$ cat config.mk
export PLATFORM = sky130hd
export DESIGN_NAME = lidar_top
export DESIGN_NICKNAME = d
export VERILOG_FILES = /design/src/design/lidar_pkg.sv /design/src/design/lidar_top.sv /design/src/design/main_control.sv /design/src/design/record_fifo.sv /design/src/design/scan_position.sv /design/src/design/serial_tx.sv /design/src/design/shot_timer.sv
export SDC_FILE = /design/constraint.sdc
export NUM_CORES = 2
export LEC_CHECK = 0
export BUFFER_PORTS_ARGS = -buffer_cell sky130_fd_sc_hd__buf_2
export CORE_ASPECT_RATIO = 2
export CORE_MARGIN = 5
export CORE_UTILIZATION = 55
export CTS_CLUSTER_DIAMETER = 40
export DETAILED_ROUTE_END_ITERATION = 6
export PLACE_DENSITY_LB_ADDON = 0.08
export SYNTH_ARGS = -nofsm -noshare
export SYNTH_HDL_FRONTEND = slang
export SYNTH_SLANG_ARGS = --single-unit
export TNS_END_PERCENT = 50
$ cat constraint.sdc
create_clock -name clk -period 10.9 [get_ports clk]
set_input_delay 0.545 -clock clk [delete_from_list [all_inputs] [get_ports clk]]
set_output_delay 0.545 -clock clk [all_outputs]
set_load 0.05 [all_outputs]
$ cat src/design/lidar_pkg.sv
package lidar_pkg;

  // Host command bytes, ASCII S, P, E and R
  localparam logic [7:0] cmd_start = 8'h53;
  localparam logic [7:0] cmd_pause = 8'h50;
  localparam logic [7:0] cmd_stop  = 8'h45;
  localparam logic [7:0] cmd_reset = 8'h52;

  // Record field widths
  localparam int frame_w = 4;
  localparam int line_w  = 6;
  localparam int pixel_w = 6;
  localparam int time_w  = 16;

  // Time code sent when no echo arrives inside the range window
  localparam logic [time_w-1:0] no_echo_time = '1;

  // One scan record, 32 bits, frame in the top bits
  typedef struct packed {
    logic [frame_w-1:0] frame;
    logic [line_w-1:0]  line;
    logic [pixel_w-1:0] pixel;
    logic [time_w-1:0]  tof;
  } scan_record_t;

  // Finished flight-time measurement
  typedef struct packed {
    logic              valid;
    logic [time_w-1:0] tof;
  } meas_t;

endpackage

$ cat src/design/lidar_top.sv
`timescale 1ns/1ps

module lidar_top #(
  // Defaults for a 50 MHz board clock
  parameter int SHOT_PERIOD     = 50000,
  parameter int MAX_RANGE       = 1000,
  parameter int PIXELS_PER_LINE = 64,
  parameter int LINES_PER_FRAME = 16,
  parameter int FIFO_WIDTH      = 7,
  parameter int CLK_PER_BIT     = 12
) (
  input  logic       clk,
  input  logic       rst,
  input  logic [7:0] rx_data,
  input  logic       new_rx_data,
  input  logic       echo,
  input  logic       tx_block,
  output logic       enable,
  output logic       shot,
  output logic       new_line,
  output logic       new_frame,
  output logic       serial_out
);

  logic                    pause;
  logic                    soft_reset;
  logic                    fifo_full;
  logic                    fifo_empty;
  logic                    wr_en;
  logic                    rd_en;
  lidar_pkg::meas_t        meas;
  lidar_pkg::scan_record_t wr_record;
  lidar_pkg::scan_record_t head_record;

  main_control u_main_control (
    .clk         (clk),
    .rst         (rst),
    .rx_data     (rx_data),
    .new_rx_data (new_rx_data),
    .enable      (enable),
    .pause       (pause),
    .soft_reset  (soft_reset)
  );

  shot_timer #(
    .SHOT_PERIOD (SHOT_PERIOD),
    .MAX_RANGE   (MAX_RANGE)
  ) u_shot_timer (
    .clk        (clk),
    .rst        (rst),
    .enable     (enable),
    .pause      (pause),
    .soft_reset (soft_reset),
    .echo       (echo),
    .fifo_full  (fifo_full),
    .shot       (shot),
    .meas       (meas)
  );

  scan_position #(
    .PIXELS_PER_LINE (PIXELS_PER_LINE),
    .LINES_PER_FRAME (LINES_PER_FRAME)
  ) u_scan_position (
    .clk        (clk),
    .rst        (rst),
    .soft_reset (soft_reset),
    .meas       (meas),
    .wr_en      (wr_en),
    .record     (wr_record),
    .new_line   (new_line),
    .new_frame  (new_frame)
  );

  // Soft reset also drops whatever is still queued
  record_fifo #(
    .FIFO_WIDTH (FIFO_WIDTH)
  ) u_record_fifo (
    .clk     (clk),
    .rst     (rst),
    .clear   (soft_reset),
    .wr_en   (wr_en),
    .wr_data (wr_record),
    .rd_en   (rd_en),
    .rd_data (head_record),
    .full    (fifo_full),
    .empty   (fifo_empty)
  );

  serial_tx #(
    .CLK_PER_BIT (CLK_PER_BIT)
  ) u_serial_tx (
    .clk        (clk),
    .rst        (rst),
    .record     (head_record),
    .empty      (fifo_empty),
    .tx_block   (tx_block),
    .rd_en      (rd_en),
    .serial_out (serial_out)
  );

endmodule

$ cat src/design/main_control.sv
`timescale 1ns/1ps

module main_control (
  input  logic       clk,
  input  logic       rst,
  input  logic [7:0] rx_data,
  input  logic       new_rx_data,
  output logic       enable,
  output logic       pause,
  output logic       soft_reset
);

  typedef enum logic [1:0] {
    st_idle,
    st_run,
    st_paused
  } state_t;

  state_t state;

  // Command decoder, unknown bytes fall through untouched
  always_ff @(posedge clk) begin
    if (rst) begin
      state      <= st_idle;
      soft_reset <= 1'b0;
    end else begin
      soft_reset <= 1'b0;
      if (new_rx_data) begin
        case (rx_data)
          lidar_pkg::cmd_start: begin
            state <= st_run;
          end
          lidar_pkg::cmd_pause: begin
            // Only a running scan can be paused
            if (state == st_run) begin
              state <= st_paused;
            end
          end
          lidar_pkg::cmd_stop: begin
            state <= st_idle;
          end
          lidar_pkg::cmd_reset: begin
            soft_reset <= 1'b1;
            state      <= st_idle;
          end
          default: begin
          end
        endcase
      end
    end
  end

  // Acquisition stays enabled while paused
  assign enable = (state != st_idle);
  assign pause  = (state == st_paused);

endmodule

$ cat src/design/record_fifo.sv
`timescale 1ns/1ps

module record_fifo #(
  parameter int FIFO_WIDTH = 7
) (
  input  logic                    clk,
  input  logic                    rst,
  input  logic                    clear,
  input  logic                    wr_en,
  input  lidar_pkg::scan_record_t wr_data,
  input  logic                    rd_en,
  output lidar_pkg::scan_record_t rd_data,
  output logic                    full,
  output logic                    empty
);

  localparam int depth = 2 ** FIFO_WIDTH;

  lidar_pkg::scan_record_t mem [depth];

  logic [FIFO_WIDTH-1:0] wr_ptr;
  logic [FIFO_WIDTH-1:0] rd_ptr;
  logic [FIFO_WIDTH:0]   count;
  logic                  do_wr;
  logic                  do_rd;

  assign do_wr = wr_en && !full;
  assign do_rd = rd_en && !empty;

  // Count reaches exactly depth when full, so its top bit is the flag
  assign full    = count[FIFO_WIDTH];
  assign empty   = (count == '0);
  assign rd_data = mem[rd_ptr];

  always_ff @(posedge clk) begin
    if (rst || clear) begin
      wr_ptr <= '0;
      rd_ptr <= '0;
      count  <= '0;
    end else begin
      if (do_wr) begin
        wr_ptr <= wr_ptr + 1'b1;
      end
      if (do_rd) begin
        rd_ptr <= rd_ptr + 1'b1;
      end
      case ({do_wr, do_rd})
        2'b10:   count <= count + 1'b1;
        2'b01:   count <= count - 1'b1;
        default: count <= count;
      endcase
    end
  end

  always_ff @(posedge clk) begin
    if (do_wr) begin
      mem[wr_ptr] <= wr_data;
    end
  end

endmodule

$ cat src/design/scan_position.sv
`timescale 1ns/1ps

module scan_position #(
  parameter int PIXELS_PER_LINE = 64,
  parameter int LINES_PER_FRAME = 16
) (
  input  logic                    clk,
  input  logic                    rst,
  input  logic                    soft_reset,
  input  lidar_pkg::meas_t        meas,
  output logic                    wr_en,
  output lidar_pkg::scan_record_t record,
  output logic                    new_line,
  output logic                    new_frame
);

  logic [lidar_pkg::pixel_w-1:0] pixel;
  logic [lidar_pkg::line_w-1:0]  line;
  logic [lidar_pkg::frame_w-1:0] frame;
  logic                          pixel_wrap;
  logic                          line_wrap;

  assign pixel_wrap = (int'(pixel) == PIXELS_PER_LINE - 1);
  assign line_wrap  = (int'(line) == LINES_PER_FRAME - 1);

  // Mirror position, advances once per measurement
  always_ff @(posedge clk) begin
    if (rst || soft_reset) begin
      pixel     <= '0;
      line      <= '0;
      frame     <= '0;
      wr_en     <= 1'b0;
      new_line  <= 1'b0;
      new_frame <= 1'b0;
    end else begin
      wr_en     <= meas.valid;
      new_line  <= meas.valid && pixel_wrap;
      new_frame <= meas.valid && pixel_wrap && line_wrap;
      if (meas.valid) begin
        pixel <= pixel_wrap ? '0 : pixel + 1'b1;
        if (pixel_wrap) begin
          line <= line_wrap ? '0 : line + 1'b1;
          // Frame number simply rolls over at 16
          if (line_wrap) begin
            frame <= frame + 1'b1;
          end
        end
      end
    end
  end

  // Tag the measurement with the position it was taken at
  always_ff @(posedge clk) begin
    if (meas.valid) begin
      record.frame <= frame;
      record.line  <= line;
      record.pixel <= pixel;
      record.tof   <= meas.tof;
    end
  end

endmodule

$ cat src/design/serial_tx.sv
`timescale 1ns/1ps

module serial_tx #(
  parameter int CLK_PER_BIT = 12
) (
  input  logic                    clk,
  input  logic                    rst,
  input  lidar_pkg::scan_record_t record,
  input  logic                    empty,
  input  logic                    tx_block,
  output logic                    rd_en,
  output logic                    serial_out
);

  localparam int cnt_w = (CLK_PER_BIT > 1) ? $clog2(CLK_PER_BIT) : 1;

  logic [cnt_w-1:0] clk_cnt;
  logic [3:0]       bit_cnt;
  logic [1:0]       byte_idx;
  logic [8:0]       shifter;
  logic             busy;
  logic             start_byte;
  logic [7:0]       tx_byte;

  // Byte order on the wire
  always_comb begin
    case (byte_idx)
      // Frame in the high nibble, low four line bits below it
      2'd0:    tx_byte = {record.frame, record.line[3:0]};
      2'd1:    tx_byte = {2'b00, record.pixel};
      2'd2:    tx_byte = record.tof[15:8];
      default: tx_byte = record.tof[7:0];
    endcase
  end

  // Host busy is only looked at between bytes
  assign start_byte = !busy && !empty && !tx_block;
  // Last byte is already in the shifter, so the head can go
  assign rd_en      = start_byte && (byte_idx == 2'd3);

  always_ff @(posedge clk) begin
    if (rst) begin
      busy       <= 1'b0;
      byte_idx   <= 2'd0;
      clk_cnt    <= '0;
      bit_cnt    <= 4'd0;
      serial_out <= 1'b1;
    end else if (!busy) begin
      if (start_byte) begin
        busy       <= 1'b1;
        shifter    <= {1'b1, tx_byte};
        serial_out <= 1'b0;
        clk_cnt    <= '0;
        bit_cnt    <= 4'd0;
      end else if (empty) begin
        // FIFO was cleared under a partial record, start over
        byte_idx <= 2'd0;
      end
    end else if (int'(clk_cnt) == CLK_PER_BIT - 1) begin
      clk_cnt <= '0;
      if (bit_cnt == 4'd9) begin
        // Stop bit done
        busy     <= 1'b0;
        byte_idx <= byte_idx + 1'b1;
      end else begin
        serial_out <= shifter[0];
        shifter    <= {1'b1, shifter[8:1]};
        bit_cnt    <= bit_cnt + 1'b1;
      end
    end else begin
      clk_cnt <= clk_cnt + 1'b1;
    end
  end

endmodule

$ cat src/design/shot_timer.sv
`timescale 1ns/1ps

module shot_timer #(
  parameter int SHOT_PERIOD = 50000,
  parameter int MAX_RANGE   = 1000
) (
  input  logic              clk,
  input  logic              rst,
  input  logic              enable,
  input  logic              pause,
  input  logic              soft_reset,
  input  logic              echo,
  input  logic              fifo_full,
  output logic              shot,
  output lidar_pkg::meas_t  meas
);

  localparam int period_w = $clog2(SHOT_PERIOD);

  logic [period_w-1:0]          period_cnt;
  logic [lidar_pkg::time_w-1:0] flight_cnt;
  logic                         in_flight;
  logic                         settle;
  logic                         running;
  logic                         elapsed;
  logic                         pending;

  assign running = enable && !pause;
  assign elapsed = (int'(period_cnt) == SHOT_PERIOD - 1);
  // Busy until the record has landed in the FIFO and full is up to date
  assign pending = in_flight || meas.valid || settle;
  assign shot    = elapsed && running && !fifo_full && !pending;

  // Period counter holds at the end until a shot can go out
  always_ff @(posedge clk) begin
    if (rst || soft_reset || !enable || shot) begin
      period_cnt <= '0;
    end else if (running && !elapsed) begin
      period_cnt <= period_cnt + 1'b1;
    end
  end

  // Coarse TDC, counts cycles from the shot to the first echo
  always_ff @(posedge clk) begin
    if (rst || soft_reset) begin
      in_flight  <= 1'b0;
      settle     <= 1'b0;
      meas.valid <= 1'b0;
    end else begin
      meas.valid <= 1'b0;
      settle     <= meas.valid;
      if (shot) begin
        in_flight  <= 1'b1;
        flight_cnt <= {{(lidar_pkg::time_w-1){1'b0}}, 1'b1};
      end else if (in_flight) begin
        if (echo) begin
          meas.valid <= 1'b1;
          meas.tof   <= flight_cnt;
          in_flight  <= 1'b0;
        end else if (int'(flight_cnt) == MAX_RANGE) begin
          meas.valid <= 1'b1;
          meas.tof   <= lidar_pkg::no_echo_time;
          in_flight  <= 1'b0;
        end else begin
          flight_cnt <= flight_cnt + 1'b1;
        end
      end
    end
  end

endmodule

---- Yosys cells after proc, flatten, opt, wreduce, memory -nomap -nowiden ----
Memories as Yosys holds them, arrays and structs flattened. A register that Yosys moved wholly into a read port is not among the register bits.
Cells that the tools add are included.
operators by class
  bitwise logic cells ..................... 5
  equal/unequal tests ..................... 24
  $add $sub $neg .......................... 12
  reductions and logical operators ........ 45
  muxes and demuxes ....................... 43
operator list
  kind                                                                      number
  16-bit 2-to-1 mux                                                         3
  9-bit 2-to-1 mux                                                          4
  17-bit 2-to-1 mux                                                         2
  16-bit by 1-bit adder with 16-bit output (second input constant)          2
  8-bit by 7-bit equality test with 1-bit output (second input constant)    4
  4-bit 2-to-1 mux                                                          6
  8-bit case mux with 3 select lines                                        1
  16-bit by 11-bit equality test with 1-bit output (second input constant)  1
  16-bit by 15-bit equality test with 1-bit output (second input constant)  1
  8-bit case mux with 2 select lines                                        1
  4-bit AND reduction                                                       4
  1-bit 2-to-1 mux                                                          15
  7-bit by 1-bit adder with 7-bit output (second input constant)            2
  7-bit 2-to-1 mux                                                          2
  4-bit by 1-bit adder with 4-bit output (second input constant)            3
  6-bit by 1-bit adder with 6-bit output (second input constant)            2
  1-bit logical AND                                                         12
  2-bit 2-to-1 mux                                                          6
  6-bit 2-to-1 mux                                                          2
  2-bit nonzero test                                                        6
  3-bit AND reduction                                                       3
  8-bit by 1-bit adder with 8-bit output (second input constant)            1
  2-bit equality test (second input constant)                               4
  4-bit equality test (second input constant)                               2
  17 further kinds                                                          40
storage, ports and cells
  bits in writable memories ............... 4,096
  register bits after elaboration ......... 147
  bits of input ports ..................... 13
  memories kept ........................... 1
  word-level logic and storage cells ...... 156
memory list
  memory             depth  width  rd ports  clocked after memory_dff  wr ports  line               source
  u_record_fifo.mem  128    32     1         1                         1         record_fifo.sv:19  lidar_pkg::scan_record_t mem [depth];

---- Longest topological paths before layout ----
  depth after elaboration ................. 8
  gate-level depth with buffers ........... 16
  gate-level depth less buffers ........... 13

---- By module ----
Synthesis repeated with hierarchy kept, for this count alone.
unflattened totals
  cells, all modules ...................... 9,217
  area, all modules ....................... 164,669.2 µm²
modules (own cells, without submodules)
  module         seq. area each (µm²)  cells each  area each (µm²)  times used
  record_fifo    123,578.5             8,692       158,829.8        1
  shot_timer     1,341.3               242         2,534.9          1
  scan_position  1,341.3               132         1,863.0          1
  serial_tx      480.5                 131         1,238.7          1
  main_control   60.1                  20          202.7            1

---- Least setup slack after synthesis ----
No wires, ideal clock.
  path type ............................... register to register
  start ................................... register u_record_fifo.count[3]
  end ..................................... register u_record_fifo.count[6]
  path buffers ............................ 3
  data arrival time ....................... 3.625 ns
  setup time .............................. 0.132 ns
  slack ................................... 7.143 ns
  required time ........................... 10.768 ns
  cell stages (with the launch flop) ...... 17
  clock period less this slack ............ 3.757 ns
  path through ............................ dfxtp_1 > clkbuf_1 > nor4_1 > a211oi_1 > and2_1 > clkbuf_1 > ha_1 > buf_1 > xor2_1 > ha_1 > a21oi_1 > o21ai_0 > a221oi_1 > o22ai_1 > a222oi_1 > or3_1 > a21oi_1
on the way
  longest elaborated chain between the ends .. 8
RTL lines
  item                                                                                          line                                source
  start, declared                                                                               record_fifo.sv:23                   logic [FIFO_WIDTH:0] count;
  start signal, assigned                                                                        record_fifo.sv:48                   2'b10: count <= count + 1'b1;
  start signal, assigned                                                                        record_fifo.sv:49                   2'b01: count <= count - 1'b1;
  start signal, assigned                                                                        record_fifo.sv:50                   default: count <= count;
  8-bit zero test                                                                               record_fifo.sv:32                   assign empty = (count == '0);
  1-bit zero test                                                                               record_fifo.sv:28, serial_tx.sv:37
  1-bit logical AND (2 in series)                                                               serial_tx.sv:37                     assign start_byte = !busy && !empty && !tx_block;
  1-bit logical AND                                                                             serial_tx.sv:39                     assign rd_en = start_byte && (byte_idx == 2'd3);
  1-bit logical AND                                                                             record_fifo.sv:28                   assign do_rd = rd_en && !empty;
  2-bit by 1-bit equality test with 1-bit output / 2-bit equality test (equally long branches)  record_fifo.sv:47                   case ({do_wr, do_rd})
  8-bit case mux with 2 select lines / 2-bit nonzero test (equally long branches)               --
Parallel ways exist; a longest one is shown, timed or not.
A chain may end at the register's enable or synchronous reset.

==> impl_metrics.py <==
metrics = {
    "run_status": {
        "status": "finished, final reports clean",
    },
    "setup_path": {
        "slowest_stage": "o21ai_0",
        "ff2ff_setup_slack_ps": 4560,
        "cp.required_ps": 11560,
        "crit_top_cell": "buf_4",
        "slowest_delay_ps": 1100,
        "startpoint_type": "flip-flop",
        "crit_arrival_ps": 7000,
        "crit_path_end_kind": "flip-flop",
        "worstPathMaxFanout": 102,
        "crit_chain": "buf_12 > buf_4 > buf_4 > mux4_2 > a22o_1 > o21ai_0 > a31oi_1 > nand4b_1 > o211a_1",
        "path_class": "reg -> reg",
        "reg2reg_to": "u_serial_tx.shifter[6]$_DFFE_PP_",
        "critPathCapture": "u_serial_tx.shifter[6]$_DFFE_PP_",
        "r2r_cells": 9,
    },
    "power_and_ir_drop": {
        "p_per_area_mw_per_mm2": 171,
        "seqPwrFrac_pct": 56.3,
        "pwr-share-clk_pct": 43.5,
        "p_comb_share_pct": 0.3,
        "finalPower_mw": 29.5,
        "peakVddDrop_mv": 0.167,
        "p_sw_share_pct": 19.6,
        "p_switching_mw": 5.78,
        "cellLeakagePower_nw": 50.0,
        "p_int_mw": 23.7,
    },
    "floorplanning": {
        "rows": 274,
        "die_h_um": 757,
        "chipWidth_um": 384,
        "coreArea_mm2": 0.278,
        "dieArea_mm2": 0.291,
        "io_pins": 18,
        "initial_core_util_pct": 55.2,
    },
    "finish": {
        "final_nets": 7545,
        "drive_gt1_share_pct": 25.3,
        "fin_area_mm2": 0.172,
        "area_delta_synth_final_pct": 11.9,
        "fill_cells": 19500,
    },
    "sta": {
        "drv_slew": 0,
        "setup_ws_ps": 4560,
        "fin_crit_ps": 6340,
        "rsz0062_at_grt": "no",
        "finClkSkew_ps": 84.8,
        "slew_headroom_pct": 6.30,
        "totalNegativeSetupSlack_ps": 0,
        "setup_viol": 0,
        "finalHoldViolCount": 0,
        "clock.fmax_ghz": 0.158,
        "min_period_over_period_pct": 58.2,
        "tightest_slew_ps": 1390,
    },
    "synthesis": {
        "syn_area_mm2": 0.154,
        "ys_ff_latch": 3991,
        "netlist_instances": 7199,
        "synth.top_cell.area_share_pct": 76.4,
        "synthTopCellsByCount": "edfxtp_1 (3910), mux4_2 (870), mux2i_1 (321)",
        "synth_area_leaders": "edfxtp_1 (76%), mux4_2 (13%), mux2i_1 (2.1%), dfxtp_1 (1.1%), a22oi_1 (0.78%)",
        "yosys_warnings": 0,
        "yosysTopAreaCell": "edfxtp_1",
        "synth-edff-count": 3910,
        "synth_flop_cell": "edfxtp_1",
        "syn_nets": 7231,
        "yosysSeqAreaShare_pct": 77.5,
        "syn_avg_cell_area_um2": 21.3,
        "synthArstFlopShare_pct": 0,
        "synth_most_common_cell": "edfxtp_1",
        "synth_cell_types": 75,
    },
    "placed_design": {
        "detailed_place_hpwl_um": 274000,
        "post_dp_cell_area_mm2": 0.160,
        "dp_slack_ps": 4700,
        "place.gp.congestion": 0.885,
        "io_buffers": 17,
    },
    "global_routing": {
        "grt_pass1_wl_um": 642000,
        "first_global_vias": 79700,
        "grt_use_total_pct": 32.2,
        "grt_antenna_before_repair": 30,
        "overflow": 0,
        "grt_max_degree": 104,
    },
    "drt": {
        "wl_um": 467000,
        "viasPerCell": 6.78,
        "vias": 78300,
        "drt_first_iter_violations": 10200,
        "antenna_left": 0,
        "drt-pass1-iter-count": 6,
        "drcViolationCount": 0,
        "wl_per_cell_um": 40.4,
    },
    "clocking": {
        "cts_made_buffers": 357,
        "path_clk_slew_ps": 70,
        "h-tree-depth": 5,
        "cts_root_buf": "clkbuf_16",
        "cts_max_path_buffers": 4,
        "clk_latency_ps": 920,
        "clock-sinks": 3991,
        "cts_tree": "built",
        "cts_setup_buffers": 0,
    },
    "worst_hold_path": {
        "hold_path_class": "in -> reg",
    },
    "run": {
        "max-cap-violations": 0,
    },
}
-- layout by cell type, fill, tap and decap left out, types with 115 or more instances in the layout --
cell / instances
a21oi_1: 178
a22oi_1: 160
buf_4: 314
clkbuf_16: 366
edfxtp_1: 3910
mux2i_1: 321
mux4_2: 870
nand2_1: 170
nor2_1: 115
nor2_4: 130
-- registers in the layout, indices dropped and copies added (netlist names), 6 cells and up, named ones only --
name                     flops
u_shot_timer.meas           17
u_record_fifo.wr_ptr         7
u_record_fifo.count          8
u_serial_tx.shifter          8
u_scan_position.line         6
u_shot_timer.flight_cnt     16
u_scan_position.pixel        6
u_record_fifo.mem         3840
u_shot_timer.period_cnt     16
u_record_fifo.rd_ptr         7
u_scan_position.record      30
-- kinds of logic (layout without fill, tap and decap cells) --
kind of cell | after synthesis | after routing | synth area share, %
compound gates | 703 | 703 | 3.10
flops | 3991 | 3991 | 77.5
other cells | 0 | 27 | 0
buf+inv | 428 | 1032 | 1.48
mux | 1206 | 1206 | 15.0
simple gates | 797 | 797 | 2.53
fa+ha+maj | 19 | 19 | 0.155
xor+xnor | 55 | 55 | 0.313
-- final cells by class --
cell class / instances / area (um^2) / area share, %
Tap cell: 3726 / 4660 / 2.71
Timing Repair Buffer: 357 / 2850 / 1.66
Inverter: 26 / 111 / 0.0647
Multi-Input combinational cell: 2780 / 33600 / 19.5
Antenna cell: 27 / 67.6 / 0.0393
Clock inverter: 219 / 2230 / 1.30
Clock buffer: 430 / 9460 / 5.50
Sequential cell: 3991 / 119000 / 69.2
-- critical path, delay by kind of cell, from the launching register on --
family / cells / cell delay [ps]
DFF: 1 / 740
AOI/OAI and AO/OA: 4 / 2210
muxes: 1 / 410
and+or+nand+nor: 1 / 410
buffers and inverters: 3 / 1930
-- per-stage QoR --
step | hold WS [ps] | utilization, % | instances
finish | 76.8 | 61.8 | 11600
global route | 90.4 | 61.8 | 11600
CTS | 9.15 | 61.8 | 11500
detailed placement | 406 | 57.5 | 10900
global placement | 403 | 57.5 | 10900
floorplan | 400 | - | 7199
-- routing by layer --
layer	vias up	wire [um]	track usage (%)
met5	-	67	0
met4	10	38700	21.0
met3	1028	36000	4.68
met2	4340	240000	55.4
met1	42000	152000	38.0
li1	30900	-	-
-- how the worst min path moves through the flow --
stage,startpoint,end,slack [ps],cells after the start
after floorplan,u_shot_timer.meas[0]$_DFFE_PP_,u_scan_position.record[0]$_DFFE_PP_,400,0
after global placement,u_shot_timer.meas[0]$_DFFE_PP_,u_scan_position.record[0]$_DFFE_PP_,400,0
after detailed placement,u_shot_timer.meas[6]$_DFFE_PP_,u_scan_position.record[6]$_DFFE_PP_,410,0
after CTS,new_rx_data,u_main_control.state[0]$_SDFFE_PP0P_,9,5
after global routing,new_rx_data,u_main_control.state[0]$_SDFFE_PP0P_,90,5
final,new_rx_data,u_main_control.state[0]$_SDFFE_PP0P_,80,5
-- power by group through the flow --
stage                     logic [mW]  clock network (mW)  registers, mW
final                         0.0825                12.8           16.6
after global routing          0.0829                13.6           16.6
after CTS                     0.0804                12.9           16.6
after detailed placement      0.0794                   0           16.9
after global placement        0.0786                   0           16.9
after floorplan               0.0306                   0           16.9
-- repair_timing --
item                                   4_1_cts  5_1_grt
gates resized for setup                      0        0
hold buffers                                 4        0
endpoints found under the hold margin        3        0
(Power assumes the default switching activity.)
